[config.mk]
export PLATFORM = sky130hd
export DESIGN_NAME = slot_table
export DESIGN_NICKNAME = d
export VERILOG_FILES = /design/src/hw/recomb_pkg.sv /design/src/hw/slot_table.sv
export VERILOG_INCLUDE_DIRS = /design/src /design/src/hw
export SDC_FILE = /design/constraint.sdc
export NUM_CORES = 1
export LEC_CHECK = 0
export BUFFER_PORTS_ARGS = -buffer_cell sky130_fd_sc_hd__buf_2
export CAP_MARGIN = 20
export CORE_AREA = 2 2 227 229
export DETAILED_ROUTE_END_ITERATION = 7
export DIE_AREA = 0 0 229 231
export PLACE_DENSITY = 0.71
export SYNTH_ARGS = -nofsm -noshare
export SYNTH_HDL_FRONTEND = slang
export SYNTH_SLANG_ARGS = --single-unit
[constraint.sdc]
create_clock -name clk -period 8.19 [get_ports clk]
set_input_delay 0.4095 -clock clk [delete_from_list [all_inputs] [get_ports clk]]
set_output_delay 0.4095 -clock clk [all_outputs]
set_load 0.03 [all_outputs]
[src/hw/recomb_consts.svh]
`ifndef RECOMB_CONSTS_SVH
`define RECOMB_CONSTS_SVH

// slot layout in the cell buffer
`define RECOMB_SLOTS 16
`define RECOMB_SLOT_BITS 4
`define RECOMB_SLOT_WORDS 32
`define RECOMB_HALF 16 // part 1 starts here
`define RECOMB_ADDR_BITS 9

// field widths
`define RECOMB_DATA_BITS 32
`define RECOMB_ID_BITS 16
`define RECOMB_STAMP_BITS 15

`define RECOMB_META_DEPTH 8
`define RECOMB_CELL_DEPTH 64

// age limit in ticks and default tick divisor
`define RECOMB_AGE_LIMIT 4
`define RECOMB_TICK_CYCLES 125000000

`endif

[src/hw/recomb_pkg.sv]
`default_nettype none
`include "recomb_consts.svh"

package recomb_pkg;

	typedef logic [`RECOMB_SLOT_BITS-1:0] slot_num_t;

	typedef struct packed {
		logic last; // final cell of a part
		logic [`RECOMB_DATA_BITS-1:0] data;
	} cell_t;

	typedef struct packed {
		logic part; // 0 or 1
		logic [`RECOMB_ID_BITS-1:0] id;
		logic [31:0] info;
	} meta_in_t;

	typedef struct packed {
		slot_num_t slot;
		logic [31:0] info;
	} meta_out_t;

	// controller to slot table
	typedef struct packed {
		logic record;
		logic clear;
		slot_num_t slot;
		logic [`RECOMB_ID_BITS-1:0] id;
	} slot_cmd_t;

	typedef struct packed {
		logic valid;
		logic [`RECOMB_STAMP_BITS-1:0] stamp;
		logic [`RECOMB_ID_BITS-1:0] id;
	} slot_entry_t;

endpackage

`default_nettype wire

[src/hw/slot_table.sv]
`timescale 1ns/1ps
`default_nettype none
`include "recomb_consts.svh"

module slot_table #(
	parameter int unsigned tick_cycles = `RECOMB_TICK_CYCLES
) (
	input wire logic clk,
	input wire logic reset,
	input wire recomb_pkg::slot_cmd_t cmd,
	input wire logic [`RECOMB_ID_BITS-1:0] lookup_id,
	output logic hit,
	output recomb_pkg::slot_num_t hit_slot,
	output recomb_pkg::slot_num_t recycle_slot,
	output logic recycle_valid
);
	import recomb_pkg::*;

	localparam int stamp_bits = `RECOMB_STAMP_BITS;

	slot_entry_t entries [`RECOMB_SLOTS];
	logic [31:0] div_cnt;
	logic [stamp_bits-1:0] stamp;
	slot_num_t scan_idx;
	slot_entry_t scan_entry;
	logic [stamp_bits-1:0] age;
	logic expired;
	logic cmd_touch;

	always_ff @(posedge clk or negedge reset) begin
		if (!reset) begin
			div_cnt <= '0;
			stamp <= '0;
		end else if (div_cnt == 32'(tick_cycles - 1)) begin
			div_cnt <= '0;
			stamp <= stamp + 1'b1;
		end else begin
			div_cnt <= div_cnt + 1'b1;
		end
	end

	assign scan_entry = entries[scan_idx];
	assign age = stamp - scan_entry.stamp; // wraps with the stamp
	assign expired = scan_entry.valid && (age > stamp_bits'(`RECOMB_AGE_LIMIT));
	// leave the entry alone while the controller writes it
	assign cmd_touch = (cmd.record || cmd.clear) && (cmd.slot == scan_idx);

	// lowest matching slot wins
	always_comb begin
		hit = 1'b0;
		hit_slot = '0;
		for (int i = `RECOMB_SLOTS - 1; i >= 0; i--) begin
			if (entries[i].valid && entries[i].id == lookup_id) begin
				hit = 1'b1;
				hit_slot = slot_num_t'(i);
			end
		end
	end

	always_ff @(posedge clk or negedge reset) begin
		if (!reset) begin
			for (int i = 0; i < `RECOMB_SLOTS; i++)
				entries[i] <= '0;
			scan_idx <= '0;
			recycle_valid <= 1'b0;
		end else begin
			scan_idx <= scan_idx + 1'b1; // round robin
			recycle_valid <= 1'b0;
			if (cmd.record)
				entries[cmd.slot] <= '{valid: 1'b1, stamp: stamp, id: cmd.id};
			else if (cmd.clear)
				entries[cmd.slot].valid <= 1'b0;
			if (expired && !cmd_touch) begin
				entries[scan_idx].valid <= 1'b0;
				recycle_valid <= 1'b1;
			end
		end
	end

	always_ff @(posedge clk) begin
		if (expired && !cmd_touch)
			recycle_slot <= scan_idx;
	end

	assert property (@(posedge clk) disable iff (!reset) !(cmd.record && cmd.clear))
		else $error("slot_table: record and clear in one cycle");

endmodule

`default_nettype wire

# ---- Word level (Yosys, flattened, before mapping)
# Cells that the tools add are included.
dict set report totals {
  ff_bits 568
  input_bits 40
}
dict set report op_classes {
  eq_ne 18
  order_cmp 5
  reduce_logical 23
  n_addsub 4
  n_bitwise 2
  mux 49
}
# cell n
set ops {}
lappend ops {{$bwmux 512} 3}
lappend ops {{$mux 512} 3}
lappend ops {{$demux 32 s4} 3}
lappend ops {{$eq 16x16->1} 16}
lappend ops {{$mux 32} 6}
lappend ops {{$bmux 32 s4} 1}
lappend ops {{$mux 4} 16}
lappend ops {{$add 32x1->32 const B} 1}
lappend ops {{$eq 32x27->1 const B} 1}
lappend ops {{$logic_and 1x1->1} 21}
lappend ops {{$mux 1} 17}
lappend ops {{$add 15x1->15 const B} 1}
lappend ops {{$gt 15x3->1 const B} 1}
lappend ops {{$sub 15x15->15} 1}
lappend ops {{$ge 5x5->1 const B} 2}
lappend ops {{$lt 5x1->1 const B} 2}
lappend ops {{$not 4->5} 2}
lappend ops {{$add 4x1->4 const B} 1}
lappend ops {{$eq 4x4->1} 1}
lappend ops {{$logic_not 1->1} 1}
lappend ops {{$logic_or 1x1->1} 1}

# ---- Longest topological paths before layout
dict set report depth {
  depth_word 18
  ltp_mapped 18
}

# ---- Least setup slack after synthesis
# No wires, ideal clock.
dict set report synth_path {
  path_type {register to register}
  from {register scan_idx[0]}
  to {register recycle_slot[0] (enable)}
  required_time_ns 7.930
  path_buffers 4
  slack_ns 3.640
  stages_incl_launch_ff 17
  arrival_time_ns 4.290
  path_cell_list {dfrtp_1 buf_4 buf_2 buf_2 mux4_2 mux4_2 ha_1 inv_2 fa_1 o22ai_1 a21oi_1 nor4_2 nand4_1 nor4b_2 nand4_2 buf_6 and2_1}
}
dict set report synth_between {
  elab_chain_len 8
}
# element line
set synth_lines {}
lappend synth_lines {{start: declaration} slot_table.sv:24} ;# slot_num_t scan_idx;
lappend synth_lines {{start signal: assignment} slot_table.sv:67} ;# scan_idx <= scan_idx + 1'b1;
lappend synth_lines {{$not 4->5 (not written as such)} slot_table.sv:42} ;# assign scan_entry = entries[scan_idx];
lappend synth_lines {{$bmux 32 s4} slot_table.sv:42}
lappend synth_lines {{$mux 32 (not written as such) (2 in series)} slot_table.sv:42}
lappend synth_lines {{$sub 15x15->15} slot_table.sv:43} ;# assign age = stamp - scan_entry.stamp;
lappend synth_lines {{$gt 15x3->1} slot_table.sv:44} ;# assign expired = scan_entry.valid && (age > stamp_bits'(`RECOMB_AGE_LIMIT));
lappend synth_lines {{$logic_and 1x1->1} slot_table.sv:44}
lappend synth_lines {{$logic_and 1x1->1 (*)} slot_table.sv:81} ;# if (expired && !cmd_touch)
lappend synth_lines {{end signal: assignment} slot_table.sv:82} ;# recycle_slot <= scan_idx;
lappend synth_lines {{end: declaration} slot_table.sv:14} ;# output recomb_pkg::slot_num_t recycle_slot,
# Every way passes the cells marked *; elsewhere a longest branch is shown, timed or not. The select of a mux whose other input is x is not followed.
# A chain may end at the register's enable or synchronous reset.

# ---- Worst setup path after layout
# Ends and elaborated chain as after synthesis.

==> impl.org <==
** Synthesis
- Cell accounting for the most synthesized area :: sky130_fd_sc_hd__dfrtp_1
- Summing every instance area after synthesis gives 27500 um2.
- Yosys printed 0 warnings.
- Count of state elements after synthesis :: 568
- Most used standard cell by instance count after synthesis :: sky130_fd_sc_hd__dfrtp_1
- Synth unique cells :: 67
- The synthesized netlist devotes 2.36% of its cell area to compound gates.
- XOR/XNOR Fraction of Synth Area :: 9.89%
- Top cells by area in the synthesized netlist :: sky130_fd_sc_hd__dfrtp_1 51%, sky130_fd_sc_hd__mux2_2 19%, sky130_fd_sc_hd__xnor2_1 7.7%
- Summing the sequential cell areas from Yosys gives 51.8% of the chip area.
- After synthesis, the share of flip-flops with an asynchronous set or reset is 99.3%.
- The synthesized netlist devotes 5.66% of its cell area to simple gates.
- For this run, the leading register cell type out of synthesis is sky130_fd_sc_hd__dfrtp_1.
- In this run, synthesis inferred 4 flip-flops with an integrated enable.
- After synthesis, the most frequently instantiated cells are 564 x sky130_fd_sc_hd__dfrtp_1, 466 x sky130_fd_sc_hd__mux2_2, 240 x sky130_fd_sc_hd__xnor2_1.
- Average cell area after synthesis :: 13.5 um2
- Of the total synthesized cell area, the portion taken by full adders, half adders and majority gates is 0.984%.
- Of the post-synthesis cell area, the dominant cell type holds 51.4%.
- By area, the combinational part of the netlist is dominated by multiplexers.
- Measured against the total synthesized area, the mux share comes to 26.5%.
- Number of standard cells after synthesis :: 2033
- Synthesized Nets :: 2094

** Placement
- Summed over all nets, the half-perimeter wirelength after detailed placement is 41300 um.
- Placed inst area :: 28300 um2
- The number of placed instances, taps included, is 2637.
- Input/output buffers :: 49
- Gp weighted congestion :: 0.884

** Clock tree
- H-Tree Level Count :: 2
- CTS placed an instance of sky130_fd_sc_hd__clkbuf_16 at the clock tree root.
- Counting every sink on the clock net gives 568.
- Clock-pin slew on the worst setup and hold paths :: 0.06 ns
- TritonCTS buffer count :: 60
- Latest clock arrival within the worst-skew pair :: 0.62 ns
- No sink is reached through more buffers than the 3 on the longest clock path.
- TritonCTS built the clock tree.

** Timing
- The count of final hold-check violations is 0.
- Number of pins with negative max-slew slack in the final report :: 0
- Measured against its own limit, the worst slew margin works out to 22.2%.
- Shortest clock period the worst path allows after layout :: 5.38 ns
- TNS Setup :: 0 ns
- Max Freq :: 0.186 GHz
- Setup violations remaining at the end of the flow were counted as 0.
- At the pin with the least slew margin, the transition time is 1.16 ns.
- Setup repair after global routing left no endpoint under its margin.
- Across the routed clock network, the largest skew measured is 0.0249 ns.
- Part of the cycle the worst path needs :: 65.7%

** Finish
- Summed area of non-filler cells in the final layout :: 30300 um2
- Layout overhead on the synthesized area :: 10.5%
- The number of antenna diodes in the final layout is 0.
- For this run, the number of standard cells in the final layout without fillers is 2750.
- Cells with a size suffix above 1 make up 36.5% of the layout.
- At the end of the flow, the number of nets in the layout was 2083.

** Critical path
- Capturing element type of the critical path :: flop
- FF-to-FF Start :: scan_idx[0]$_DFF_PN0_
- Capture point of the worst reg-to-reg path :: recycle_slot[0]$_DFFE_PP_
- Data on the critical path is required at its endpoint by 8.55 ns.
- Measured in cells, the most critical reg-to-reg path has a length of 13.
- The worst setup path is launched from a flop.
- The critical path in this run is classified as reg2reg.
- Highest net fanout along the worst path :: 46
- Setup slack of the worst register-to-register path :: 2.81 ns
- STA puts the critical path data arrival time at 5.74 ns.

** Global routing
- Entering global routing, the biggest net connects 171 pins.
- Global-route wire length before repair :: 107000 um
- Via count of the first global-routing pass :: 17600
- Number of antenna violations at the first check in global routing :: 0
- For this run the aggregate overflow at the end of global routing stands at 0.
- Across every metal layer, demand over resource in global routing totals 26.6%.

** Floorplan
- From bottom edge to top edge, the die measures 231 um.
- Core ar. :: 50700 um2
- Die area :: 52900 um2
- For this design the top-level I/O count stands at 50.
- The floorplan step set the die width to 229 um.
- After floorplanning, the core was divided into 83 placement rows.
- For this configuration, the core starts out at a cell density of 54.2%.

** Detailed routing
- Dividing the detail-routed wire length by the instance count gives 25.2 um.
- The first TritonRoute pass finished after 5 iterations.
- The count of nets left with antenna violations once routing finished came out at 0.
- Routed WL :: 69200 um
- The routed layout has 16600 vias.
- After detailed routing, the number of vias per cell comes to 6.02.
- The first routing iteration left 1068 violations.
- For this run, design rule violations remaining after detail routing come to 0.

** Worst hold path
- Counting instances, the worst hold path has a depth of 2.
- Hold Crit Class :: in2reg
- The startpoint identified for the worst hold timing path is cmd[8].

** Power
- Maximum vdd ir drop :: 0.000208 V
- P per Cell Area :: 231 nW/um2
- Total power for the finished layout comes to 7.00 mW.
- Static leakage :: 13.3 nW

** Flow run
- Max-cap violations in this run came to 0.

** Status
- The run finished with clean final reports.
kinds of logic (layout without fill, tap and decap cells):
family | after synthesis | in the layout
AOI/OAI and AO/OA | 91 | 91
xor gates and xnor gates | 310 | 310
adders and majority gates | 21 | 21
buffers and inverters | 183 | 220
DFF | 568 | 568
muxes | 568 | 568
and+or+nand+nor | 292 | 292
cell usage in the layout (no fill, tap or decap), drive strengths merged, types with 4 or more instances in the layout:
cell and count:
clkinv 9, edfxtp 4, and2 5, buf 76, dfrtp 564, clkbuf 92, nor4 31, xnor2 240
and3 12, nand4 60, nand3b 5, bufinv 4, o21ai 28, xor2 70, clkinvlp 5, nor3 6
a32oi 11, nor2b 4, a31oi 8, nand2b 8, o21a 5, ha 20, nand3 26, mux4 79
inv 33, a21oi 11, nand2 60, mux2 487, nor2 61
routing by layer:
layer	vias to the layer above	GRT usage, %	wire length (um)
li1	7190	-	-
met1	8761	35.0	29100
met2	452	45.2	34200
met3	154	3.78	3210
met4	0	9.96	2560
met5	-	0	0
worst max-delay path by stage:
stage                           from                         to  slack [ns]  cells past startpoint
6_report       scan_idx[0]$_DFF_PN0_  recycle_slot[0]$_DFFE_PP_        2.81                     13
3_5_place_dp   scan_idx[0]$_DFF_PN0_  recycle_slot[0]$_DFFE_PP_        2.80                     13
5_1_grt        scan_idx[0]$_DFF_PN0_  recycle_slot[0]$_DFFE_PP_        2.41                     12
2_1_floorplan  scan_idx[0]$_DFF_PN0_  recycle_slot[0]$_DFFE_PP_        3.64                     16
4_1_cts        scan_idx[0]$_DFF_PN0_  recycle_slot[0]$_DFFE_PP_        2.77                     13
3_3_place_gp   scan_idx[0]$_DFF_PN0_  recycle_slot[2]$_DFFE_PP_        2.87                     13
per-stage QoR:
stage                     util (%)  hold WS, ns  setup WS [ns]
after floorplan                  -        0.114           3.64
after global placement        55.7        0.458           2.87
after detailed placement      55.7        0.466           2.80
after CTS                     59.8        0.334           2.77
after global routing          59.9        0.368           2.41
final                         59.9        0.376           2.81
critical path, cell delays in order (launching register included):
cell                        delay [ns]
sky130_fd_sc_hd__dfrtp_4          1.02
sky130_fd_sc_hd__buf_4            0.56
sky130_fd_sc_hd__mux4_2           0.58
sky130_fd_sc_hd__mux4_2           0.48
sky130_fd_sc_hd__inv_1            0.08
sky130_fd_sc_hd__ha_1             0.29
sky130_fd_sc_hd__a2111oi_4        0.38
sky130_fd_sc_hd__nand2_1          0.09
sky130_fd_sc_hd__a31oi_1          0.24
sky130_fd_sc_hd__nor3_1           0.09
sky130_fd_sc_hd__a21oi_1          0.13
sky130_fd_sc_hd__nor4b_2          0.27
sky130_fd_sc_hd__nand4_2          0.50
sky130_fd_sc_hd__and2_1           0.41
area by class of cell:
cell class              count  area, um2
clock inverters            18        206
inverters                  33        124
clock buffers              92       1820
fillers                  4025      20300
repair buffers             77        520
well taps                 680        851
multi-input cells        1282      12600
flip-flops and latches    568      14200
what timing repair did:
action / CTS / global route
gates resized for setup: 0 / 0
setup endpoints to repair: 0 / 0
setup buffers: 0 / 0
hold endpoints to repair: 99 / 0
hold buffers: 1 / 0
power by group:
part           switching, mW  internal [mW]
clock                   1.13           1.65
combinational          0.395          0.481
sequential             0.223           3.13
(Power assumes the default switching activity.)
