## src/hw/recomb_consts.svh

```systemverilog
`ifndef RECOMB_CONSTS_SVH
`define RECOMB_CONSTS_SVH

// slot layout in the cell buffer
`define RECOMB_SLOTS 16
`define RECOMB_SLOT_BITS 4
`define RECOMB_SLOT_WORDS 32
`define RECOMB_HALF 16 // part 1 starts here
`define RECOMB_ADDR_BITS 9

// field widths
`define RECOMB_DATA_BITS 32
`define RECOMB_ID_BITS 16
`define RECOMB_STAMP_BITS 15

`define RECOMB_META_DEPTH 8
`define RECOMB_CELL_DEPTH 64

// age limit in ticks and default tick divisor
`define RECOMB_AGE_LIMIT 4
`define RECOMB_TICK_CYCLES 125000000

`endif

```

## src/hw/recomb_pkg.sv

```systemverilog
`default_nettype none
`include "recomb_consts.svh"

package recomb_pkg;

	typedef logic [`RECOMB_SLOT_BITS-1:0] slot_num_t;

	typedef struct packed {
		logic last; // final cell of a part
		logic [`RECOMB_DATA_BITS-1:0] data;
	} cell_t;

	typedef struct packed {
		logic part; // 0 or 1
		logic [`RECOMB_ID_BITS-1:0] id;
		logic [31:0] info;
	} meta_in_t;

	typedef struct packed {
		slot_num_t slot;
		logic [31:0] info;
	} meta_out_t;

	// controller to slot table
	typedef struct packed {
		logic record;
		logic clear;
		slot_num_t slot;
		logic [`RECOMB_ID_BITS-1:0] id;
	} slot_cmd_t;

	typedef struct packed {
		logic valid;
		logic [`RECOMB_STAMP_BITS-1:0] stamp;
		logic [`RECOMB_ID_BITS-1:0] id;
	} slot_entry_t;

endpackage

`default_nettype wire

```

## src/hw/recomb_ctrl.sv

```systemverilog
`timescale 1ns/1ps
`default_nettype none
`include "recomb_consts.svh"

module recomb_ctrl (
	input wire logic clk,
	input wire logic reset,
	input wire recomb_pkg::meta_in_t meta_head,
	input wire logic meta_empty,
	output logic meta_pop,
	input wire recomb_pkg::cell_t cell_head,
	input wire logic cell_empty,
	output logic cell_pop,
	input wire recomb_pkg::slot_num_t free_head,
	input wire logic free_empty,
	output logic free_pop,
	output recomb_pkg::slot_cmd_t cmd,
	output logic [`RECOMB_ID_BITS-1:0] lookup_id,
	input wire logic hit,
	input wire recomb_pkg::slot_num_t hit_slot,
	output logic buf_wr_en,
	output logic [`RECOMB_ADDR_BITS-1:0] buf_wr_addr,
	output recomb_pkg::cell_t buf_wr_data,
	output recomb_pkg::meta_out_t meta_out,
	output logic meta_out_valid
);
	import recomb_pkg::*;

	localparam int addr_bits = `RECOMB_ADDR_BITS;
	localparam int off_bits = `RECOMB_ADDR_BITS - `RECOMB_SLOT_BITS;

	typedef enum logic [1:0] {idle_s, parse_s, copy_s, discard_s} state_t;

	state_t state;
	meta_in_t meta_q;
	slot_num_t slot_q;
	logic [addr_bits-1:0] wr_addr;
	logic matched;
	logic take_cell;

	// part 0 waits for a free slot at the head
	assign meta_pop = (state == idle_s) && !meta_empty && (meta_head.part || !free_empty);
	assign free_pop = (state == parse_s) && !meta_q.part;
	assign take_cell = (state == copy_s || state == discard_s) && !cell_empty;
	assign cell_pop = take_cell;
	assign lookup_id = meta_q.id;

	always_comb begin
		cmd.record = (state == parse_s) && !meta_q.part;
		cmd.clear = (state == parse_s) && meta_q.part && hit; // entry freed on match
		cmd.slot = meta_q.part ? hit_slot : free_head;
		cmd.id = meta_q.id;
	end

	assign buf_wr_en = (state == copy_s) && !cell_empty;
	assign buf_wr_addr = wr_addr;
	assign buf_wr_data = cell_head; // last flag stored with the cell

	always_ff @(posedge clk or negedge reset) begin
		if (!reset) begin
			state <= idle_s;
			matched <= 1'b0;
			meta_out_valid <= 1'b0;
		end else begin
			meta_out_valid <= 1'b0;
			case (state)
				idle_s: begin
					if (meta_pop)
						state <= parse_s;
				end
				parse_s: begin
					matched <= meta_q.part && hit;
					if (!meta_q.part || hit)
						state <= copy_s;
					else
						state <= discard_s; // unknown id
				end
				copy_s: begin
					if (take_cell && cell_head.last) begin
						state <= idle_s;
						meta_out_valid <= matched;
					end
				end
				discard_s: begin
					if (take_cell && cell_head.last)
						state <= idle_s;
				end
				default: state <= idle_s;
			endcase
		end
	end

	always_ff @(posedge clk) begin
		if (meta_pop)
			meta_q <= meta_head;
		if (state == parse_s) begin
			slot_q <= cmd.slot;
			if (meta_q.part)
				wr_addr <= {hit_slot, off_bits'(`RECOMB_HALF)};
			else
				wr_addr <= {free_head, {off_bits{1'b0}}};
		end else if (buf_wr_en) begin
			wr_addr <= wr_addr + 1'b1;
		end
		if (buf_wr_en && cell_head.last) begin
			meta_out.slot <= slot_q;
			meta_out.info <= meta_q.info;
		end
	end

	// a part longer than its half would run into the next slot
	assert property (@(posedge clk) disable iff (!reset)
		buf_wr_en |-> buf_wr_addr[addr_bits-1:off_bits] == slot_q)
		else $error("recomb_ctrl: buffer write outside slot %0d", slot_q);

endmodule

`default_nettype wire

```

## config.mk

```make
export PLATFORM = sky130hd
export DESIGN_NAME = recomb_ctrl
export DESIGN_NICKNAME = d
export VERILOG_FILES = /design/src/hw/recomb_pkg.sv /design/src/hw/recomb_ctrl.sv
export VERILOG_INCLUDE_DIRS = /design/src /design/src/hw
export SDC_FILE = /design/constraint.sdc
export NUM_CORES = 1
export LEC_CHECK = 0
export ABC_AREA = 1
export BUFFER_PORTS_ARGS = -buffer_cell sky130_fd_sc_hd__buf_2
export CAP_MARGIN = 5
export CORE_MARGIN = 2
export CORE_UTILIZATION = 48
export DETAILED_ROUTE_END_ITERATION = 8
export PLACE_DENSITY = 0.85
export SYNTH_ARGS = -nofsm -noshare
export SYNTH_HDL_FRONTEND = slang
export SYNTH_SLANG_ARGS = --single-unit
```

## constraint.sdc

```tcl
create_clock -name clk -period 11.6 [get_ports clk]
set_clock_uncertainty 0.2 [all_clocks]
set_input_delay 0.58 -clock clk [delete_from_list [all_inputs] [get_ports clk]]
set_output_delay 0.58 -clock clk [all_outputs]
set_load 0.01 [all_outputs]
```

Word-level counts from Yosys, hierarchy flattened
Cells that the tools add are included.

Bits in registers: 102.

Add/sub/neg operators: 1. Equality and inequality tests: 5. Mux-type cells: 10. Reductions and logical operators: 21.

Operator list (count): 2-to-1 mux 9 bit (3); logical AND 1 bit (10); adder 9 x 1 -> 9 bit (second input constant) (1); one-hot mux 2 bit (3 select lines) (1); equality test 2 bit (second input constant) (2); zero test 1 bit (4); 2-to-1 mux 2 bit (2); 2-to-1 mux 4 bit (1); logical OR 1 bit (3); 2-to-1 mux 1 bit (3); equality test 2 x 1 -> 1 bit (second input constant) (1); zero test 2 bit (1); != test 2 x 1 -> 1 bit (second input constant) (1); != test 2 bit (second input constant) (1); AND reduction 2 bit (1); nonzero test 2 bit (1); OR reduction 2 bit (1).

Longest topological paths before layout
Gate-level depths: netlist of run 1.

Depth after elaboration: 6. Gate-level depth with buffers: 7. Mapped depth without buffers: 7.

Worst setup path before layout of run 1
No wires, ideal clock.

Kind: input port to output port. Start point: input meta_empty. End point: output meta_pop. Data arrival time: 4.221 ns. Data required time: 10.820 ns. Slack: 6.599 ns. Cell stages on the path: 1. Buffers on the path: 0. Cell sequence: nor3_1.

Longest elaborated chain between the ends: 3.

Ends and longest elaborated chain: start: declaration (line recomb_ctrl.sv:9) `input wire logic meta_empty,`; zero test 1 bit (line recomb_ctrl.sv:42) `assign meta_pop = (state == idle_s) && !meta_empty && (meta_head.part || !free_empty);`; logical AND 1 bit (2 in a row) (line recomb_ctrl.sv:42); end: declaration (line recomb_ctrl.sv:10) `output logic meta_pop,`.

No other way between the ends.

Worst setup path after layout of run 1
Start point: register state[0]. End point: output meta_pop.

Longest elaborated chain between the ends: 3.

Ends and longest elaborated chain: start: declaration (line recomb_ctrl.sv:34) `state_t state;`; start signal: assignment (line recomb_ctrl.sv:61) `state <= idle_s;`; start signal: assignment (line recomb_ctrl.sv:69) `state <= parse_s;`; start signal: assignment (line recomb_ctrl.sv:74) `state <= copy_s;`; zero test 2 bit (line recomb_ctrl.sv:42); logical AND 1 bit (2 in a row) (line recomb_ctrl.sv:42).

No other way between the ends.

==> results.sh, run 1 <==
export IMPL_fin_crit_ns=3.24
export IMPL_numCtsBuffers=9
export IMPL_final_cell_mix="152 x buf_2, 98 x edfxtp_1, 41 x nand2_1, 16 x inv_1, 12 x nor2_1"
export IMPL_die_w_um=95.0
export IMPL_cts_tree="done"
export IMPL_drive_above_1_share=0.481
export IMPL_ant_nets=0
export IMPL_critical_path_class="register to primary output"
export IMPL_status="finished clean"
export IMPL_cp_max_fo=43
export IMPL_synthesis_area_mm2=0.00398
export IMPL_place_gp_congestion=0.778
export IMPL_finalSetupViolCount=0
export IMPL_nNetsFinal=460
export IMPL_antennaDiodeCount=0
export IMPL_initial_core_util=0.489
export IMPL_worst_slack_ns=8.36
export IMPL_fill_cells=664
export IMPL_synth_edf_count=98
export IMPL_synth_nets=362
export IMPL_drtIter0Drc=74
export IMPL_tns_ns=0
export IMPL_rsz0062_at_grt="false"
export IMPL_ctsLongestPathBuffers=2
export IMPL_synth_ff_type="edfxtp_1"
export IMPL_rows=33
export IMPL_synth_seq_cells=102
export IMPL_finish_utilization=0.566
export IMPL_critPathSlowestCell="nor3_2"
export IMPL_fin_crit_sh=0.279
export IMPL_clkTransAtPathRegs_ns=0.10
export IMPL_ys_seq_area_frac=0.765
export IMPL_portBuffers=152
export IMPL_wirelength_mm=7.48
export IMPL_htreeDepth=3
export IMPL_via_per_inst=4.63
export IMPL_whs_ns=0.192
export IMPL_end_kind="primary output"
export IMPL_vias=2190
export IMPL_worstSetupStartpointType="register"
export IMPL_fmax_mhz=309
export IMPL_grt_max_degree=44
export IMPL_hold_viol=0
export IMPL_antenna_found_initial=0
export IMPL_peakVddDrop_v=0.000108
export IMPL_cap_viol_max_count=0
export IMPL_synth_warnings=0
export IMPL_p_per_area_mw_per_mm2=206
export IMPL_synth_avg_cell_area_um2=15.0
export IMPL_dp_worst_setup_slack_ns=8.68
export IMPL_clockRootBuffer="clkbuf_8"
export IMPL_core_mm2=0.00813
export IMPL_track_usage=0.166
export IMPL_clkSinkCount=102
export IMPL_grt_first_pass_wirelength_mm=10.6
export IMPL_tightest_slew_ns=0.979
export IMPL_slew_violations=0
export IMPL_grt_ovfl_total=0
export IMPL_async_reset_ff_frac=0.0392
export IMPL_dpl_hpwl_mm=5.69
export IMPL_relSlewSlack=0.346
export IMPL_synth_cell_types=21
export IMPL_cpPeakStageDelay_ns=0.58
export IMPL_arrival_ns=2.46
export IMPL_fp_dieArea_mm2=0.00903
export IMPL_die_y_um=95.0
export IMPL_drc=0
export IMPL_syn_to_final_growth_pct=15.9
export IMPL_final_common_cell="buf_2"
export IMPL_numPlacedInstances=456
export IMPL_io_pins=217
export IMPL_synthCells=265
export IMPL_cts_setup_buffers=0
export IMPL_leakage_nw=1.95
export IMPL_grt_pass1_vias=2023
export IMPL_post_drt_wl_per_cell_um=15.8
export IMPL_hold_path_class="input port to register"
export IMPL_crit_chain="inv_2, nand2_1, nor3_2, buf_4, buf_2"
export IMPL_cp_required_ns=10.82
export IMPL_fin_cells=473
export IMPL_first_pass_iters=4
export IMPL_clk_latency_ns=0.36
[synthesized netlist by cell type, types with 2 or more instances]
cell / number / area (um^2)
edfxtp_1: 98 / 2940
buf_4: 66 / 495
nand2_1: 41 / 154
inv_1: 16 / 60.1
nor2_1: 13 / 48.8
nand3_1: 9 / 45.0
dfrtp_1: 4 / 100
inv_2: 2 / 7.51
nor3_1: 2 / 10.0
o21ai_0: 2 / 10.0
o21bai_1: 2 / 15.0
[final timing paths]
check                              startpoint             end  slack (ns)  cells past startpoint
worst max register to register       state[0]      meta_q[10]        9.18                      4
min in group asynchronous               reset        state[1]        0.35                      2
max in group asynchronous               reset  meta_out_valid       10.72                      2
worst max-delay path                 state[0]        meta_pop        8.36                      5
worst min register to register     meta_q[23]    meta_out[23]        0.23                      0
worst min-delay path            meta_head[20]      meta_q[20]        0.19                      1
[flip-flops by register name, summed over array words and instances (netlist names)]
name,cells
buf_wr_addr,9
lookup_id,16
meta_out_valid,1
matched,1
meta_out,36
state,2
slot_q,4
meta_q,33
[per-stage QoR]
stage / total power (W) / instance area (um^2)
6_report: 0.000950 / 4610
2_1_floorplan: 0.000673 / 3980
3_3_place_gp: 0.000722 / 4380
3_5_place_dp: 0.000732 / 4380
5_1_grt: 0.00101 / 4610
4_1_cts: 0.000960 / 4610
[repair_timing]
action,CTS,global route
gates resized for setup,0,0
hold buffers,1,0
endpoints found under the hold margin,4,0
[worst max-delay path, delay by kind of cell, from the launching register on]
family	cells	cell delay (ns)
DFF	1	0.45
buffers and inverters	3	0.91
and+or+nand+nor	2	0.70
[per-layer routing]
layer / vias up / part of all wire / wire (um) / GRT usage
li1: 1038 / - / - / -
met1: 1006 / 0.35 / 2650 / 0.181
met2: 131 / 0.52 / 3860 / 0.288
met3: 15 / 0.11 / 831 / 0.0538
met4: 0 / 0.018 / 136 / 0.0857
met5: - / 0 / 0 / 0
[power by group]
group	total [W]	leakage (nW)	internal (W)	switching (W)
sequential	0.000524	0.949	0.000489	0.0000348
clock	0.000230	0.105	0.000105	0.000125
combinational	0.000197	0.893	0.0000696	0.000127
total	0.000950	1.95	0.000663	0.000287
[logic make-up (layout without fill, tap and decap cells)]
group,count (synthesis),after routing,share of synthesized area
flip-flops,102,102,0.765
buffers and inverters,85,188,0.144
XOR/XNOR,1,1,0.00220
AND/OR/NAND/NOR,68,68,0.0721
AO/OA/AOI/OAI,8,8,0.0129
adder cells (fa/ha/maj),1,1,0.00315
[cell type report]
| cell class | count | area [um^2] | area share |
|---|---|---|---|
| clock buffer | 9 | 124 | 0.0269 |
| timing repair buffer | 154 | 778 | 0.169 |
| inverter | 18 | 67.6 | 0.0147 |
| sequential | 102 | 3040 | 0.661 |
| tap | 105 | 131 | 0.0285 |
| clock inverter | 7 | 91.3 | 0.0198 |
| multi-input combinational | 78 | 372 | 0.0807 |
Note: power is estimated with default switching activity, not from simulation.
==> inputs of run 2 (changes only) <==
Settings changed: CORE_UTILIZATION 48 to 40, PLACE_DENSITY 0.85 to 0.76.
Clock period 11.6 ns to 2.87 ns, I/O delays scaled along.
==> run 2 against run 1 <==
  * Sequential power grew to 4.0 times the previous value
  * Combinational power increased to 4.6 times the previous value
  * Sequential share of layout area fell by 8.2 points
  * Wire length increased by 7.1%
  * Largest cell class unchanged
  * Highest routed layer unchanged
==> results.sh, run 2 (same netlist as run 1, synthesis figures left out) <==
export IMPL_leakage_nw=2.21
export IMPL_arrival_ns=2.62
export IMPL_portBuffers=152
export IMPL_grt_first_pass_wirelength_mm=12.4
export IMPL_power_total_w=0.00380
export IMPL_finalSetupViolCount=0
export IMPL_top_register="meta_out"
export IMPL_drive_above_1_share=0.406
export IMPL_numCtsBuffers=9
export IMPL_grt_max_degree=50
export IMPL_tns_ns=0
export IMPL_core_mm2=0.00973
export IMPL_dpl_hpwl_mm=5.03
export IMPL_final_common_cell="buf_2"
export IMPL_antenna_found_initial=0
export IMPL_clkTransAtPathRegs_ns=0.10
export IMPL_place_area_mm2=0.00443
export IMPL_tightest_slew_ns=0.621
export IMPL_crit_chain="inv_2, nor2_4, nand2_4, o21ai_2, nand2_1, dlygate4sd3_1, nand2_1, dlygate4sd3_1"
export IMPL_clkSinkCount=102
export IMPL_syn_to_final_growth_pct=32.4
export IMPL_die_w_um=104
export IMPL_initial_core_util=0.409
export IMPL_fin_crit_ns=2.52
export IMPL_clk_latency_ns=0.36
export IMPL_ctsLongestPathBuffers=2
export IMPL_slew_violations=0
export IMPL_design_area_mm2=0.00526
export IMPL_cap_viol_max_count=0
export IMPL_clkPwrFrac=0.201
export IMPL_place_gp_congestion=0.846
export IMPL_status="finished clean"
export IMPL_rows=36
export IMPL_cts_resized=0
export IMPL_vias=2445
export IMPL_io_pins=217
export IMPL_grt_ovfl_total=0
export IMPL_intPower_w=0.00266
export IMPL_drtIter0Drc=111
export IMPL_end_kind="register"
export IMPL_post_drt_wl_per_cell_um=14.1
export IMPL_min_from="hit_slot[2]"
export IMPL_htreeDepth=3
export IMPL_pwr_share_comb=0.241
export IMPL_antennaDiodeCount=0
export IMPL_crit_family="buffers and inverters"
export IMPL_fin_crit_sh=0.877
export IMPL_worstSetupStartpointType="register"
export IMPL_worstSetupStartpoint="state[0]"
export IMPL_dp_worst_setup_slack_ns=0.769
export IMPL_wirelength_mm=8.01
export IMPL_p_switching_w=0.00114
export IMPL_cts_hold_buf=67
export IMPL_peakVddDrop_v=0.000423
export IMPL_cts_setup_buffers=0
export IMPL_relSlewSlack=0.586
export IMPL_worst_slack_ns=0.352
export IMPL_final_cell_mix="152 x buf_2, 98 x edfxtp_1, 67 x dlygate4sd3_1, 41 x nand2_1, 16 x inv_1"
export IMPL_cp_required_ns=2.97
export IMPL_cts_tree="done"
export IMPL_nNetsFinal=527
export IMPL_seqPwrFrac=0.558
export IMPL_worstReg2RegStart="state[0]"
export IMPL_p_per_area_mw_per_mm2=722
export IMPL_largest_reg_flops=36
export IMPL_ant_nets=0
export IMPL_critPathBufInv=3
export IMPL_grt_pass1_vias=2450
export IMPL_rsz0062_at_grt="false"
export IMPL_clockRootBuffer="clkbuf_8"
export IMPL_fmax_mhz=397
export IMPL_hold_viol=0
export IMPL_swShare=0.301
export IMPL_cpPeakStageDelay_ns=0.55
export IMPL_via_per_inst=4.31
export IMPL_cp_max_fo=14
export IMPL_fp_dieArea_mm2=0.0108
export IMPL_die_y_um=104
export IMPL_hold_path_class="input port to register"
export IMPL_track_usage=0.150
export IMPL_drc=0
export IMPL_critPathSlowestCell="dlygate4sd3_1"
export IMPL_first_pass_iters=4
export IMPL_critical_path_class="register to register"
## run 2: metal layers
layer / up-vias / global-route usage / share of wire
met5: - / 0 / 0
li1: 1169 / - / -
met1: 1097 / 0.175 / 0.40
met4: 0 / 0.0994 / 0.041
met2: 138 / 0.242 / 0.47
met3: 41 / 0.0409 / 0.086
## run 2: stage by stage
stage / hold WS (ns) / std cells / utilization
after floorplan: -0.352 / 265 / -
after CTS: 0.00374 / 567 / 0.541
after detailed placement: -0.247 / 485 / 0.455
after global placement: -0.250 / 485 / 0.455
final: 0.0279 / 567 / 0.541
after global routing: 0.0528 / 567 / 0.541
## run 2: path summary, 6_finish.rpt
check / end / slack, ns / cells after the start
min in group asynchronous: state[1] / 0.51 / 3
max in group asynchronous: meta_out_valid / 1.79 / 3
min: buf_wr_addr[7] / 0.03 / 5
max: state[0] / 0.35 / 8
max reg2reg: state[0] / 0.35 / 8
min reg2reg: meta_out[11] / 0.22 / 0
## run 2: final cells by class
class / count / area [um^2]
Multi-Input combinational cell: 78 / 378
Sequential cell: 102 / 3040
Inverter: 18 / 67.6
Clock buffer: 9 / 124
Fill cell: 810 / 4470
Timing Repair Buffer: 221 / 1450
Clock inverter: 6 / 38.8
Tap cell: 133 / 166
## run 2: power by group through the flow
stage	logic, W	registers [W]	clock network [W]
global route	0.00101	0.00215	0.000845
detailed placement	0.000824	0.00214	0
CTS	0.000923	0.00212	0.000789
global placement	0.000786	0.00214	0
floorplan	0.000535	0.00218	0
finish	0.000916	0.00212	0.000764
## run 2: worst min-delay path, cell delays in order
cell	delay [ns]
buf_2	0.08
nand2_1	0.04
nand2_1	0.09
nand2_1	0.06
nand2_1	0.06
