<file path="src/hw/recomb_fifo.sv">
`timescale 1ns/1ps
`default_nettype none

module recomb_fifo #(
	parameter type T = logic,
	parameter int depth = 8
) (
	input wire logic clk,
	input wire logic reset,
	input wire T wr_data,
	input wire logic wr_valid,
	output T rd_data,
	output logic empty,
	input wire logic pop,
	output logic credit
);
	localparam int aw = (depth > 1) ? $clog2(depth) : 1;
	localparam int cw = aw + 1;

	T mem [depth];
	logic [aw-1:0] wr_ptr;
	logic [aw-1:0] rd_ptr;
	logic [cw-1:0] count;
	logic full;
	logic do_wr;
	logic do_rd;

	function automatic logic [aw-1:0] next_ptr(input logic [aw-1:0] p);
		return (p == aw'(depth - 1)) ? '0 : p + 1'b1;
	endfunction

	assign full = (count == cw'(depth));
	assign empty = (count == '0);
	assign do_wr = wr_valid && !full; // beat sent without credit is lost
	assign do_rd = pop && !empty;
	assign rd_data = mem[rd_ptr]; // head shows before the pop

	always_ff @(posedge clk) begin
		if (do_wr)
			mem[wr_ptr] <= wr_data;
	end

	always_ff @(posedge clk or negedge reset) begin
		if (!reset) begin
			wr_ptr <= '0;
			rd_ptr <= '0;
			count <= '0;
			credit <= 1'b0;
		end else begin
			if (do_wr)
				wr_ptr <= next_ptr(wr_ptr);
			if (do_rd)
				rd_ptr <= next_ptr(rd_ptr);
			count <= count + cw'(do_wr) - cw'(do_rd);
			credit <= do_rd; // one credit back per popped word
		end
	end

	// sender overran its credits
	assert property (@(posedge clk) disable iff (!reset) wr_valid |-> !full)
		else $error("recomb_fifo: write into full fifo, beat dropped");

	assert property (@(posedge clk) disable iff (!reset) pop |-> !empty)
		else $error("recomb_fifo: pop while empty");

endmodule

`default_nettype wire

</file>
<file path="config.mk">
export PLATFORM = sky130hd
export DESIGN_NAME = recomb_fifo
export DESIGN_NICKNAME = d
export VERILOG_FILES = /design/src/hw/recomb_fifo.sv
export SDC_FILE = /design/constraint.sdc
export NUM_CORES = 1
export LEC_CHECK = 0
export ABC_CLOCK_PERIOD_IN_PS = 2100
export CAP_MARGIN = 20
export CORE_ASPECT_RATIO = 1.25
export CORE_UTILIZATION = 50
export DETAILED_ROUTE_END_ITERATION = 7
export DONT_BUFFER_PORTS = 1
export PLACE_DENSITY = 0.79
export SYNTH_ARGS = -nofsm -noshare
export SYNTH_HDL_FRONTEND = slang
export SYNTH_SLANG_ARGS = --single-unit
</file>
<file path="constraint.sdc">
create_clock -name clk -period 2.1 [get_ports clk]
set_input_delay 0.63 -clock clk [delete_from_list [all_inputs] [get_ports clk]]
set_output_delay 0.63 -clock clk [all_outputs]
set_load 0.005 [all_outputs]
</file>
After elaboration in Yosys (flattened, before gate mapping)
Memories as Yosys holds them, arrays and structs flattened.
Index checks and enable logic that the tools add are counted.

cells by class
  add/sub/neg operators = 4
  multipliers = 0
  divide/modulo/power cells = 0
  order comparisons = 0
  equal/unequal tests = 3
  shift operators = 0
  multiplexer cells = 4
  bitwise operators = 0
  reduce and logical (&&, ||, !) cells = 5

operators by type and width
  cell                   number
  $add A3 B1 Y3 const B  2
  $eq A3 B3 Y1 const B   2
  $mux W3                2
  $add A4 B1 Y4          1
  $eq A4 B4 Y1 const B   1
  $logic_not A4 Y1       1
  $sub A4 B1 Y4          1
  $logic_and A1 B1 Y1    2
  $logic_not A1 Y1       2
  $mux W1                2

storage, ports and cells
  flip-flop bits (word level) = 11
  bits in latches = 0
  RAM bits = 8
  memory bits (read-only) = 0
  input port bits = 5
  output and inout port bits = 3
  word-level logic and storage cells = 21
  memories = 1

memory list
  name  depth  bits a word  rd ports  clocked after Yosys merged registers in  write ports  RTL line  source
  mem   8      1            1         0                                        1            20        T mem [depth];

Longest topological paths before layout
Gate-level depths: netlist (run 1).

  depth after elaboration = 5
  depth in mapped cells = 11

Worst setup path before layout (run 1)
Ideal clock, no wire load.

  path kind = reg-to-reg
  start point = register count[2]
  end point = register count[2]
  library setup time = 123 ps
  arrival = 2041 ps
  data required time = 1977 ps
  setup slack = -64 ps
  cell stages (with the launch flop) = 12
  period minus slack after synthesis = 2164 ps
  path through = dfrtp_1 inv_1 ha_1 nor3b_1 nand2b_2 inv_1 ha_1 inv_1 ha_1 inv_1 fa_1 xnor2_1

between the ends
  elaborated cells on any way between the ends = 8

RTL lines
  element                 RTL line  source
  from (decl)             23        logic [cw-1:0] count;
  from (signal assigned)  54        count <= count + cw'(do_wr) - cw'(do_rd);
  $logic_not A4 Y1        33        assign empty = (count == '0);
  net empty               13        output logic empty,
  $logic_not A1 Y1        35        assign do_rd = pop && !empty;
  $logic_and A1 B1 Y1     35
  net do_rd               26        logic do_rd;
  $sub A4 B1 Y4           54

The timed path passes the listed nets, and every way through them passes these cells.
A chain may end at the register's enable or synchronous reset.

Final worst setup path (run 1)
  start point = register count[3]
  end point = register count[1]

between the ends
  elaborated cells on any way between the ends = 8

RTL lines
  element              RTL line
  $logic_not A4 Y1     33
  $logic_not A1 Y1     35
  $logic_and A1 B1 Y1  35
  net do_rd            26
  $sub A4 B1 Y4        54

The timed path passes the listed nets, and every way through them passes these cells.

==> results of run 1 <==
==> repair_timing <==
action                     4_1_cts  5_1_grt
setup buffers                    4        1
pin swaps                        2        7
gates resized for setup         12        9
hold buffers                     0        1
hold endpoints to repair         0       11
setup endpoints to repair        3        4
==> synth_stat cells, types with 2 or more instances <==
master / instances
mux2_2: 7
inv_1: 9
nor3_1: 4
mux4_1: 2
dfrtp_1: 11
edfxtp_1: 8
nor2_1: 5
nand2b_1: 2
ha_1: 10
==> power by group <==
group / total, µW / internal [µW] / leakage [µW] / switching [µW]
Combinational: 793 / 475 / 0.000278 / 317
Sequential: 697 / 526 / 0.000201 / 171
Clock: 182 / 74.0 / 0.0000150 / 108
Total: 1670 / 1080 / 0.000494 / 597
==> worst paths after layout <==
| path | slack (ns) | start | depth (start not counted) | end |
|---|---|---|---|---|
| hold / removal | 0.42 | wr_data | 0 | mem[7] |
| setup reg to reg | -0.06 | count[3] | 11 | count[1] |
| setup / recovery | -0.06 | count[3] | 11 | count[1] |
| hold reg to reg | 0.59 | rd_ptr[1] | 1 | rd_ptr[1] |
| min in group asynchronous | 0.72 | reset | 1 | rd_ptr[1] |
| max in group asynchronous | 1.03 | reset | 1 | rd_ptr[0] |
==> cell type report <==
cell class | instances | share of cell area
inverters | 9 | 0.0287
well taps | 19 | 0.0202
multi-input cells | 42 | 0.414
flip-flops and latches | 19 | 0.439
repair buffers | 11 | 0.0755
clock buffers | 4 | 0.0223
==> sequential cells by signal, indices dropped and copies added, names as in the netlist <==
| signal | flops |
|---|---|
| rd_ptr | 3 |
| mem | 8 |
| credit | 1 |
| wr_ptr | 3 |
| count | 4 |
==> kinds of logic (layout without fill, tap and decap cells) <==
logic type	Yosys count	count (layout)
AOI/OAI and AO/OA	4	4
xor gates and xnor gates	2	2
adders and majority gates	11	11
buffers and inverters	9	24
DFF	19	19
muxes	9	9
and+or+nand+nor	16	16
==> metal layers <==
layer / track usage / up-vias / wire length (µm)
li1: - / 283 / -
met1: 0.153 / 272 / 602
met2: 0.305 / 6 / 849
met3: 0.0522 / 4 / 47
met4: 0.134 / 0 / 46
met5: 0 / - / 0
==> cell usage in the layout (no fill, tap or decap), types with 2 or more instances in the layout <==
cell type / n
nor3_1: 4
mux4_2: 2
inv_1: 4
nand2b_1: 2
ha_1: 6
nor2_1: 5
buf_4: 9
mux2_2: 6
clkbuf_4: 3
inv_2: 5
dfrtp_1: 10
ha_4: 3
edfxtp_1: 8
==> stage by stage <==
step                      instances  TNS [ns]  total power, µW
after global routing            104    -0.667             1840
after detailed placement         94   -0.0441             1280
after global placement           94         0             1250
after CTS                       102   -0.0763             1560
final                           104    -0.205             1670
after floorplan                  70         0             1120
==> run_results.csv, run 1 <==
group,metric,value,unit
sta,setup_violations,4,
logic_synthesis,synth_cells,70,
route,ant_nets,0,
critical_path,crit_top_cell,"inv_2",
cts,clockBufferDepth,2,
cts,insertion_delay,0.30,ns
global_routing,grt_pass1_wl,2.33,mm
cts,clk_root_buffer_cell,"clkbuf_4",
floorplan,initial_utilization,0.543,
run_status,violations,"setup timing",
sta,max_slew_margin,0.675,
critical_path,path_class,"reg2reg",
finish,final_cell_area,1180,µm²
sta,skew,0.00617,ns
logic_synthesis,synth.area.mux_share,0.135,
placement,post-place-ws,-0.0278,ns
cts,htree_levels,1,
logic_synthesis,synth-adder-area-share,0.150,
cts,cts_made_buffers,3,
floorplan,rows,17,
placement,gp_routability_congestion,0.787,
logic_synthesis,synth_xor_area_frac,0.0181,
sta,hold_violations,0,
finish,regArea,517,µm²
route,drt_wl_total,1.55,mm
sta,slew_viol_final,0,
critical_path,crit_slowest_cell,"fa_2",
route,drcViolationCount,0,
logic_synthesis,synth_top_area_frac,0.284,
critical_path,crit_chain,"inv_1 > ha_2 > nor3b_4 > nand2b_4 > inv_2 > ha_4 > inv_2 > ha_4 > inv_2 > fa_2 > inv_1",
logic_synthesis,seq_area_frac_synth,0.532,
sta,max_freq,462,MHz
logic_synthesis,syn_area,970,µm²
logic_synthesis,syn-num-nets,86,
critical_path,critPathTopFamily,"adder cells",
floorplan,io_pins,8,
sta,holdWs,0.419,ns
finish,finish.utilization,0.658,
route,drt_pass1_iterations,3,
logic_synthesis,synth_compound_area_frac,0.0439,
logic_synthesis,synthSimpleGateAreaFrac,0.0865,
finish,diodes,0,
cts,cts_tree,"yes",
placement,placed_area,1040,µm²
finish,drive_above_1_share,0.447,
global_routing,grt_pass1_vias,569,
finish,fillers,132,
floorplan,core_area,1790,µm²
global_routing,gr-total-overflow,0,
worst_hold_path,hold_class,"in2reg",
job,cap_viol_max_count,0,
finish,area_growth,21.3,%
finish,multi_input_area,487,µm²
route,viasPerCell,5.43,
route,drtIter0Drc,15,
logic_synthesis,ys_top_cells_by_area,"dfrtp_1 (28%), edfxtp_1 (25%), ha_1 (13%)",
critical_path,worst-path-max-fanout,2,
critical_path,critPathLaunchType,"flip-flop",
floorplan,fp.dieH,51.2,µm
logic_synthesis,ys_ff_latch,19,
route,routed-via-count,565,
logic_synthesis,synth_area_per_cell,13.9,µm²
route,avgRoutedWirePerCell,14.9,µm
cts,clkSinkCount,19,
cts,clk_pin_slew,0.10,ns
finish,nNetsFinal,102,
logic_synthesis,yosys_warnings,0,
logic_synthesis,synth_edf_count,8,
global_routing,grt_max_degree,12,
placement,numPortBuffers,0,
critical_path,cp.arrival,2.37,ns
sta,fin_crit,2.16,ns
logic_synthesis,yosysTopAreaCell,"dfrtp_1",
critical_path,cp_slowest_stage_delay,0.51,ns
sta,rsz0062_at_grt,"yes",
logic_synthesis,yosys.cell_types.count,21,
logic_synthesis,synth_top_family_by_area,"adder cells",
floorplan,dieArea,2120,µm²
sta,fin_ws,-0.0643,ns
critical_path,critPathRequiredTime,2.31,ns
global_routing,grt_usage,0.176,
power_and_ir_drop,p_leak,0.000494,µW
critical_path,end_kind,"flip-flop",
run_status,status,"complete, but fails checks",
placement,hpwl,1.03,mm
floorplan,die_w,41.4,µm
logic_synthesis,ys.flop_type,"dfrtp_1",
sta,tightest_slew,0.487,ns
logic_synthesis,ys_async_sr_fraction,0.579,
critical_path,cp.buffers_inverters,5,
power_and_ir_drop,power_per_cell_area,1420,nW/µm²
power_and_ir_drop,ir_drop,0.860,mV
sta,post-route-period-util,1.03,
global_routing,antenna_found_initial,0,
Power figures use the tool's default switching activity.
==> run 2, diff against run 1 <==
--- a/config.mk
+++ b/config.mk
@@ -12,6 +12,8 @@
 export DETAILED_ROUTE_END_ITERATION = 7
 export DONT_BUFFER_PORTS = 1
 export PLACE_DENSITY = 0.79
+export SETUP_SLACK_MARGIN = 0.2
+export SLEW_MARGIN = 15
 export SYNTH_ARGS = -nofsm -noshare
 export SYNTH_HDL_FRONTEND = slang
 export SYNTH_SLANG_ARGS = --single-unit
==> run_results.csv, run 2 (synthesis gave the netlist of run 1 again) <==
group,metric,value,unit
finish,area_growth,25.2,%
finish,largest_registers,"mem x8, count x4",
finish,final_cell_mix,"buf_4 (12), dfrtp_1 (10), edfxtp_1 (8)",
sta,max_freq,472,MHz
sta,tightest_slew,0.510,ns
route,drcViolationCount,0,
sta,max_slew_margin,0.659,
floorplan,dieArea,2120,µm²
run_status,status,"complete, but fails checks",
sta,hold_violations,0,
finish,drive_above_1_share,0.517,
cts,clk_pin_slew,0.11,ns
power_and_ir_drop,p_leak,0.000504,µW
global_routing,grtUsageMet3,0.0391,
finish,regArea,517,µm²
global_routing,grt_pass1_vias,636,
power_and_ir_drop,pwr-share-seq,0.400,
global_routing,grt_max_degree,12,
placement,post-place-ws,0.0172,ns
power_and_ir_drop,power_frac_clock,0.105,
route,ant_nets,0,
critical_path,cp_slowest_stage_delay,0.50,ns
sta,post-route-period-util,1.01,
finish,largest_register_ff_count,8,
power_and_ir_drop,power_frac_comb,0.494,
route,avgRoutedWirePerCell,15.9,µm
floorplan,rows,17,
sta,rsz0062_at_grt,"yes",
floorplan,io_pins,8,
placement,numPortBuffers,0,
power_and_ir_drop,switching_share,0.368,
route,drt_wl_total,1.69,mm
cts,insertion_delay,0.30,ns
finish,mostFrequentLayoutCell,"buf_4",
floorplan,core_area,1790,µm²
global_routing,gr-total-overflow,0,
route,drtIter0Drc,8,
critical_path,critPathRequiredTime,1.47,ns
job,cap_viol_max_count,0,
floorplan,die_w,41.4,µm
global_routing,met2_usage,0.354,
finish,fillers,130,
global_routing,use_met1,0.201,
critical_path,cp.buffers_inverters,0,
critical_path,cp.arrival,1.49,ns
route,viasPerCell,5.59,
cts,cts_made_buffers,3,
critical_path,path_class,"reg2out",
finish,diodes,0,
power_and_ir_drop,ir_drop,0.875,mV
cts,clk_root_buffer_cell,"clkbuf_4",
finish,multi_input_area,509,µm²
cts,cts_tree,"yes",
worst_hold_path,hold_class,"in2reg",
placement,hpwl,1.19,mm
route,routed-via-count,593,
critical_path,critPathTopFamily,"multiplexers",
critical_path,crit_slowest_cell,"mux4_2",
finish,finish.utilization,0.679,
finish,regMostFlops,"mem",
cts,clkSinkCount,19,
critical_path,end_kind,"output port",
route,drt_pass1_iterations,4,
global_routing,grt_busiest_layer,"met2",
floorplan,fp.dieH,51.2,µm
power_and_ir_drop,switching_power,643,µW
critical_path,worst-path-max-fanout,3,
power_and_ir_drop,power_per_cell_area,1440,nW/µm²
run_status,violations,"setup timing",
critical_path,critPathLaunchType,"flip-flop",
power_and_ir_drop,p_int,1100,µW
placement,gp_routability_congestion,0.774,
sta,setup_violations,1,
cts,clockBufferDepth,2,
global_routing,antenna_found_initial,0,
global_routing,grt_usage,0.198,
sta,fin_ws,-0.0174,ns
finish,nNetsFinal,104,
sta,slew_viol_final,0,
sta,fin_crit,2.12,ns
critical_path,r2r_slack,0.02,ns
global_routing,grt_pass1_wl,2.67,mm
cts,htree_levels,1,
floorplan,initial_utilization,0.543,
sta,skew,0.00394,ns
critical_path,crit_chain,"mux4_2 > mux2_4",
run 2: layout make-up:
| cell class | instances | share of cell area |
|---|---|---|
| timing repair buffer | 13 | 0.0825 |
| multi-input combinational | 42 | 0.420 |
| clock inverter | 1 | 0.00412 |
| tap | 19 | 0.0196 |
| inverter | 9 | 0.0299 |
| sequential | 19 | 0.426 |
| clock buffer | 3 | 0.0186 |
run 2: worst paths after layout:
kind                              to  cells after the start  startpoint
max                          rd_data                      2   rd_ptr[0]
min                           mem[0]                      0     wr_data
max reg2reg                 count[1]                     11    count[2]
min reg2reg                rd_ptr[1]                      1   rd_ptr[1]
max in group asynchronous  rd_ptr[0]                      1       reset
min in group asynchronous  rd_ptr[1]                      1       reset
run 2: repair_timing:
item                                   CTS  global route
gates resized for setup                 10             2
hold buffers                             0             1
setup endpoints to repair                5             5
pin swaps                                1             3
setup buffers                            5             3
endpoints found under the hold margin    0            11
run 2: routing by layer:
layer  share of wire  wire, µm
met1            0.35       595
met2            0.61      1030
met3           0.020        34
met4           0.016        27
met5               0         0
run 2: power by group through the flow:
stage               combinational [µW]  sequential, µW  clock (µW)
detailed placement                 678             703           0
finish                             862             699         184
floorplan                          542             662           0
global placement                   626             694           0
CTS                                829             696         184
global route                       980             720         208
run 2: worst register-to-register path, stage by stage (launching register included):
cell	delay, ns
dfrtp_1	0.39
inv_2	0.11
ha_4	0.13
nor3b_4	0.18
nand2b_4	0.17
inv_4	0.04
ha_4	0.20
inv_2	0.06
ha_4	0.12
inv_2	0.04
fa_2	0.52
inv_2	0.03
run 2: through the flow:
stage	power (µW)	cells	setup TNS (ns)	hold slack, ns	cell area [µm²]
final	1750	106	-0.0174	0.420	1210
after global routing	1910	106	-0.162	0.393	1210
after global placement	1320	93	0	0.335	1080
after CTS	1710	102	-0.0205	0.0105	1170
after floorplan	1200	70	0	0.334	1030
after detailed placement	1380	93	0	0.335	1080
==> run 3, diff against run 2 <==
--- a/config.mk
+++ b/config.mk
@@ -12,6 +12,8 @@
 export DETAILED_ROUTE_END_ITERATION = 7
 export DONT_BUFFER_PORTS = 1
 export PLACE_DENSITY = 0.79
+export RECOVER_POWER = 100
+export REMOVE_ABC_BUFFERS = 1
 export SETUP_SLACK_MARGIN = 0.2
 export SLEW_MARGIN = 15
 export SYNTH_ARGS = -nofsm -noshare
==> run_results.csv, run 3 (synthesis gave the netlist of run 1 again) <==
group,metric,value,unit
cts,htree_levels,1,
route,avgRoutedWirePerCell,14.9,µm
sta,tightest_slew,0.511,ns
cts,clkSinkCount,19,
critical_path,worst-path-max-fanout,2,
route,drt_wl_total,1.61,mm
finish,diodes,0,
finish,mostFrequentLayoutCell,"dfrtp_1",
finish,fillers,138,
global_routing,grt_usage,0.194,
placement,gp_routability_congestion,0.788,
finish,nNetsFinal,106,
sta,max_slew_margin,0.658,
critical_path,critPathLaunchType,"flip-flop",
power_and_ir_drop,power_per_cell_area,1420,nW/µm²
critical_path,r2r-start,"count[2]",
route,routed-via-count,599,
cts,cts_made_buffers,3,
critical_path,cp.arrival,2.34,ns
sta,skew,0.00491,ns
floorplan,core_area,1790,µm²
placement,hpwl,1.08,mm
sta,holdWs,0.418,ns
sta,fin_ws,-0.0254,ns
critical_path,critPathRequiredTime,2.31,ns
global_routing,grt_pass1_vias,600,
critical_path,critPathLaunch,"count[2]",
route,drcViolationCount,0,
placement,placed_area,1050,µm²
floorplan,io_pins,8,
sta,fin_crit,2.13,ns
finish,regMostFlops,"mem",
finish,drive_above_1_share,0.438,
global_routing,gr-total-overflow,0,
global_routing,grt_max_degree,12,
run_status,status,"complete, but fails checks",
sta,setup_violations,2,
placement,numPortBuffers,0,
floorplan,initial_utilization,0.543,
finish,largest_register_ff_count,8,
job,cap_viol_max_count,0,
sta,hold_violations,0,
sta,fin_tns_setup,-0.0502,ns
route,ant_nets,0,
cts,cts_tree,"yes",
cts,insertion_delay,0.30,ns
route,viasPerCell,5.55,
global_routing,antenna_found_initial,0,
sta,slew_viol_final,0,
floorplan,fp.dieH,51.2,µm
critical_path,path_class,"reg2reg",
floorplan,dieArea,2120,µm²
floorplan,die_w,41.4,µm
global_routing,grt_pass1_wl,2.53,mm
finish,final_cell_area,1210,µm²
placement,post-place-ws,-0.122,ns
cts,clockBufferDepth,2,
sta,post-route-period-util,1.01,
route,drt_pass1_iterations,4,
finish,largest_registers,"mem x8, count x4",
sta,max_freq,470,MHz
power_and_ir_drop,total_power,1730,µW
sta,rsz0062_at_grt,"yes",
finish,area_growth,25.3,%
finish,final_cell_mix,"dfrtp_1 (10), edfxtp_1 (8), mux2_2 (6), ha_1 (6)",
cts,clk_root_buffer_cell,"clkbuf_4",
power_and_ir_drop,ir_drop,0.899,mV
critical_path,end_kind,"flip-flop",
cts,clk_pin_slew,0.10,ns
worst_hold_path,hold_class,"in2reg",
run_status,violations,"setup timing",
floorplan,rows,17,
worst_hold_path,hp-start,"wr_data",
power_and_ir_drop,p_leak,0.000501,µW
route,drtIter0Drc,13,
-- run 3: per-layer routing --
layer	global-route usage	up-vias	wire [µm]
li1	-	288	-
met1	0.199	289	658
met5	0	-	0
met4	0.129	0	27
met2	0.313	18	860
met3	0.0652	4	64
-- run 3: critical path, stage by stage (launching register included) --
cell	delay [ns]
dfrtp_1	0.39
inv_2	0.08
buf_6	0.11
ha_4	0.11
inv_1	0.06
o31ai_4	0.24
ha_4	0.25
inv_2	0.06
ha_4	0.13
inv_2	0.04
fa_2	0.53
inv_2	0.03
-- run 3: through the flow --
| step | util | cells |
|---|---|---|
| after CTS | 0.674 | 106 |
| after global placement | 0.590 | 97 |
| after floorplan | - | 70 |
| after global routing | 0.680 | 108 |
| final | 0.680 | 108 |
| after detailed placement | 0.590 | 97 |
-- run 3: power by group --
| group | internal (µW) | switching (µW) | total (µW) |
|---|---|---|---|
| Sequential | 527 | 130 | 657 |
| Clock | 74.2 | 107 | 182 |
| Combinational | 512 | 379 | 891 |
-- run 3: final timing paths --
| check | endpoint | slack, ns | depth (start not counted) |
|---|---|---|---|
| worst max-delay path | count[1] | -0.03 | 11 |
| worst max register to register | count[1] | -0.03 | 11 |
| min in group asynchronous | rd_ptr[1] | 0.73 | 1 |
| max in group asynchronous | rd_ptr[0] | 1.01 | 1 |
| worst min-delay path | mem[4] | 0.42 | 0 |
| worst min register to register | rd_ptr[1] | 0.59 | 1 |
-- run 3: cell type report --
type / count / area, µm² / area share
clock buffers: 4 / 26.3 / 0.0216
inverters: 9 / 36.3 / 0.0299
multi-input cells: 42 / 489 / 0.403
flip-flops and latches: 19 / 517 / 0.425
well taps: 19 / 23.8 / 0.0196
repair buffers: 15 / 123 / 0.101
-- run 3: repair_timing --
| action | CTS | global route |
|---|---|---|
| gates resized for setup | 27 | 3 |
| setup buffers | 5 | 1 |
| setup endpoints to repair | 5 | 5 |
| endpoints found under the hold margin | 0 | 11 |
| pin swaps | 6 | 4 |
| hold buffers | 0 | 1 |
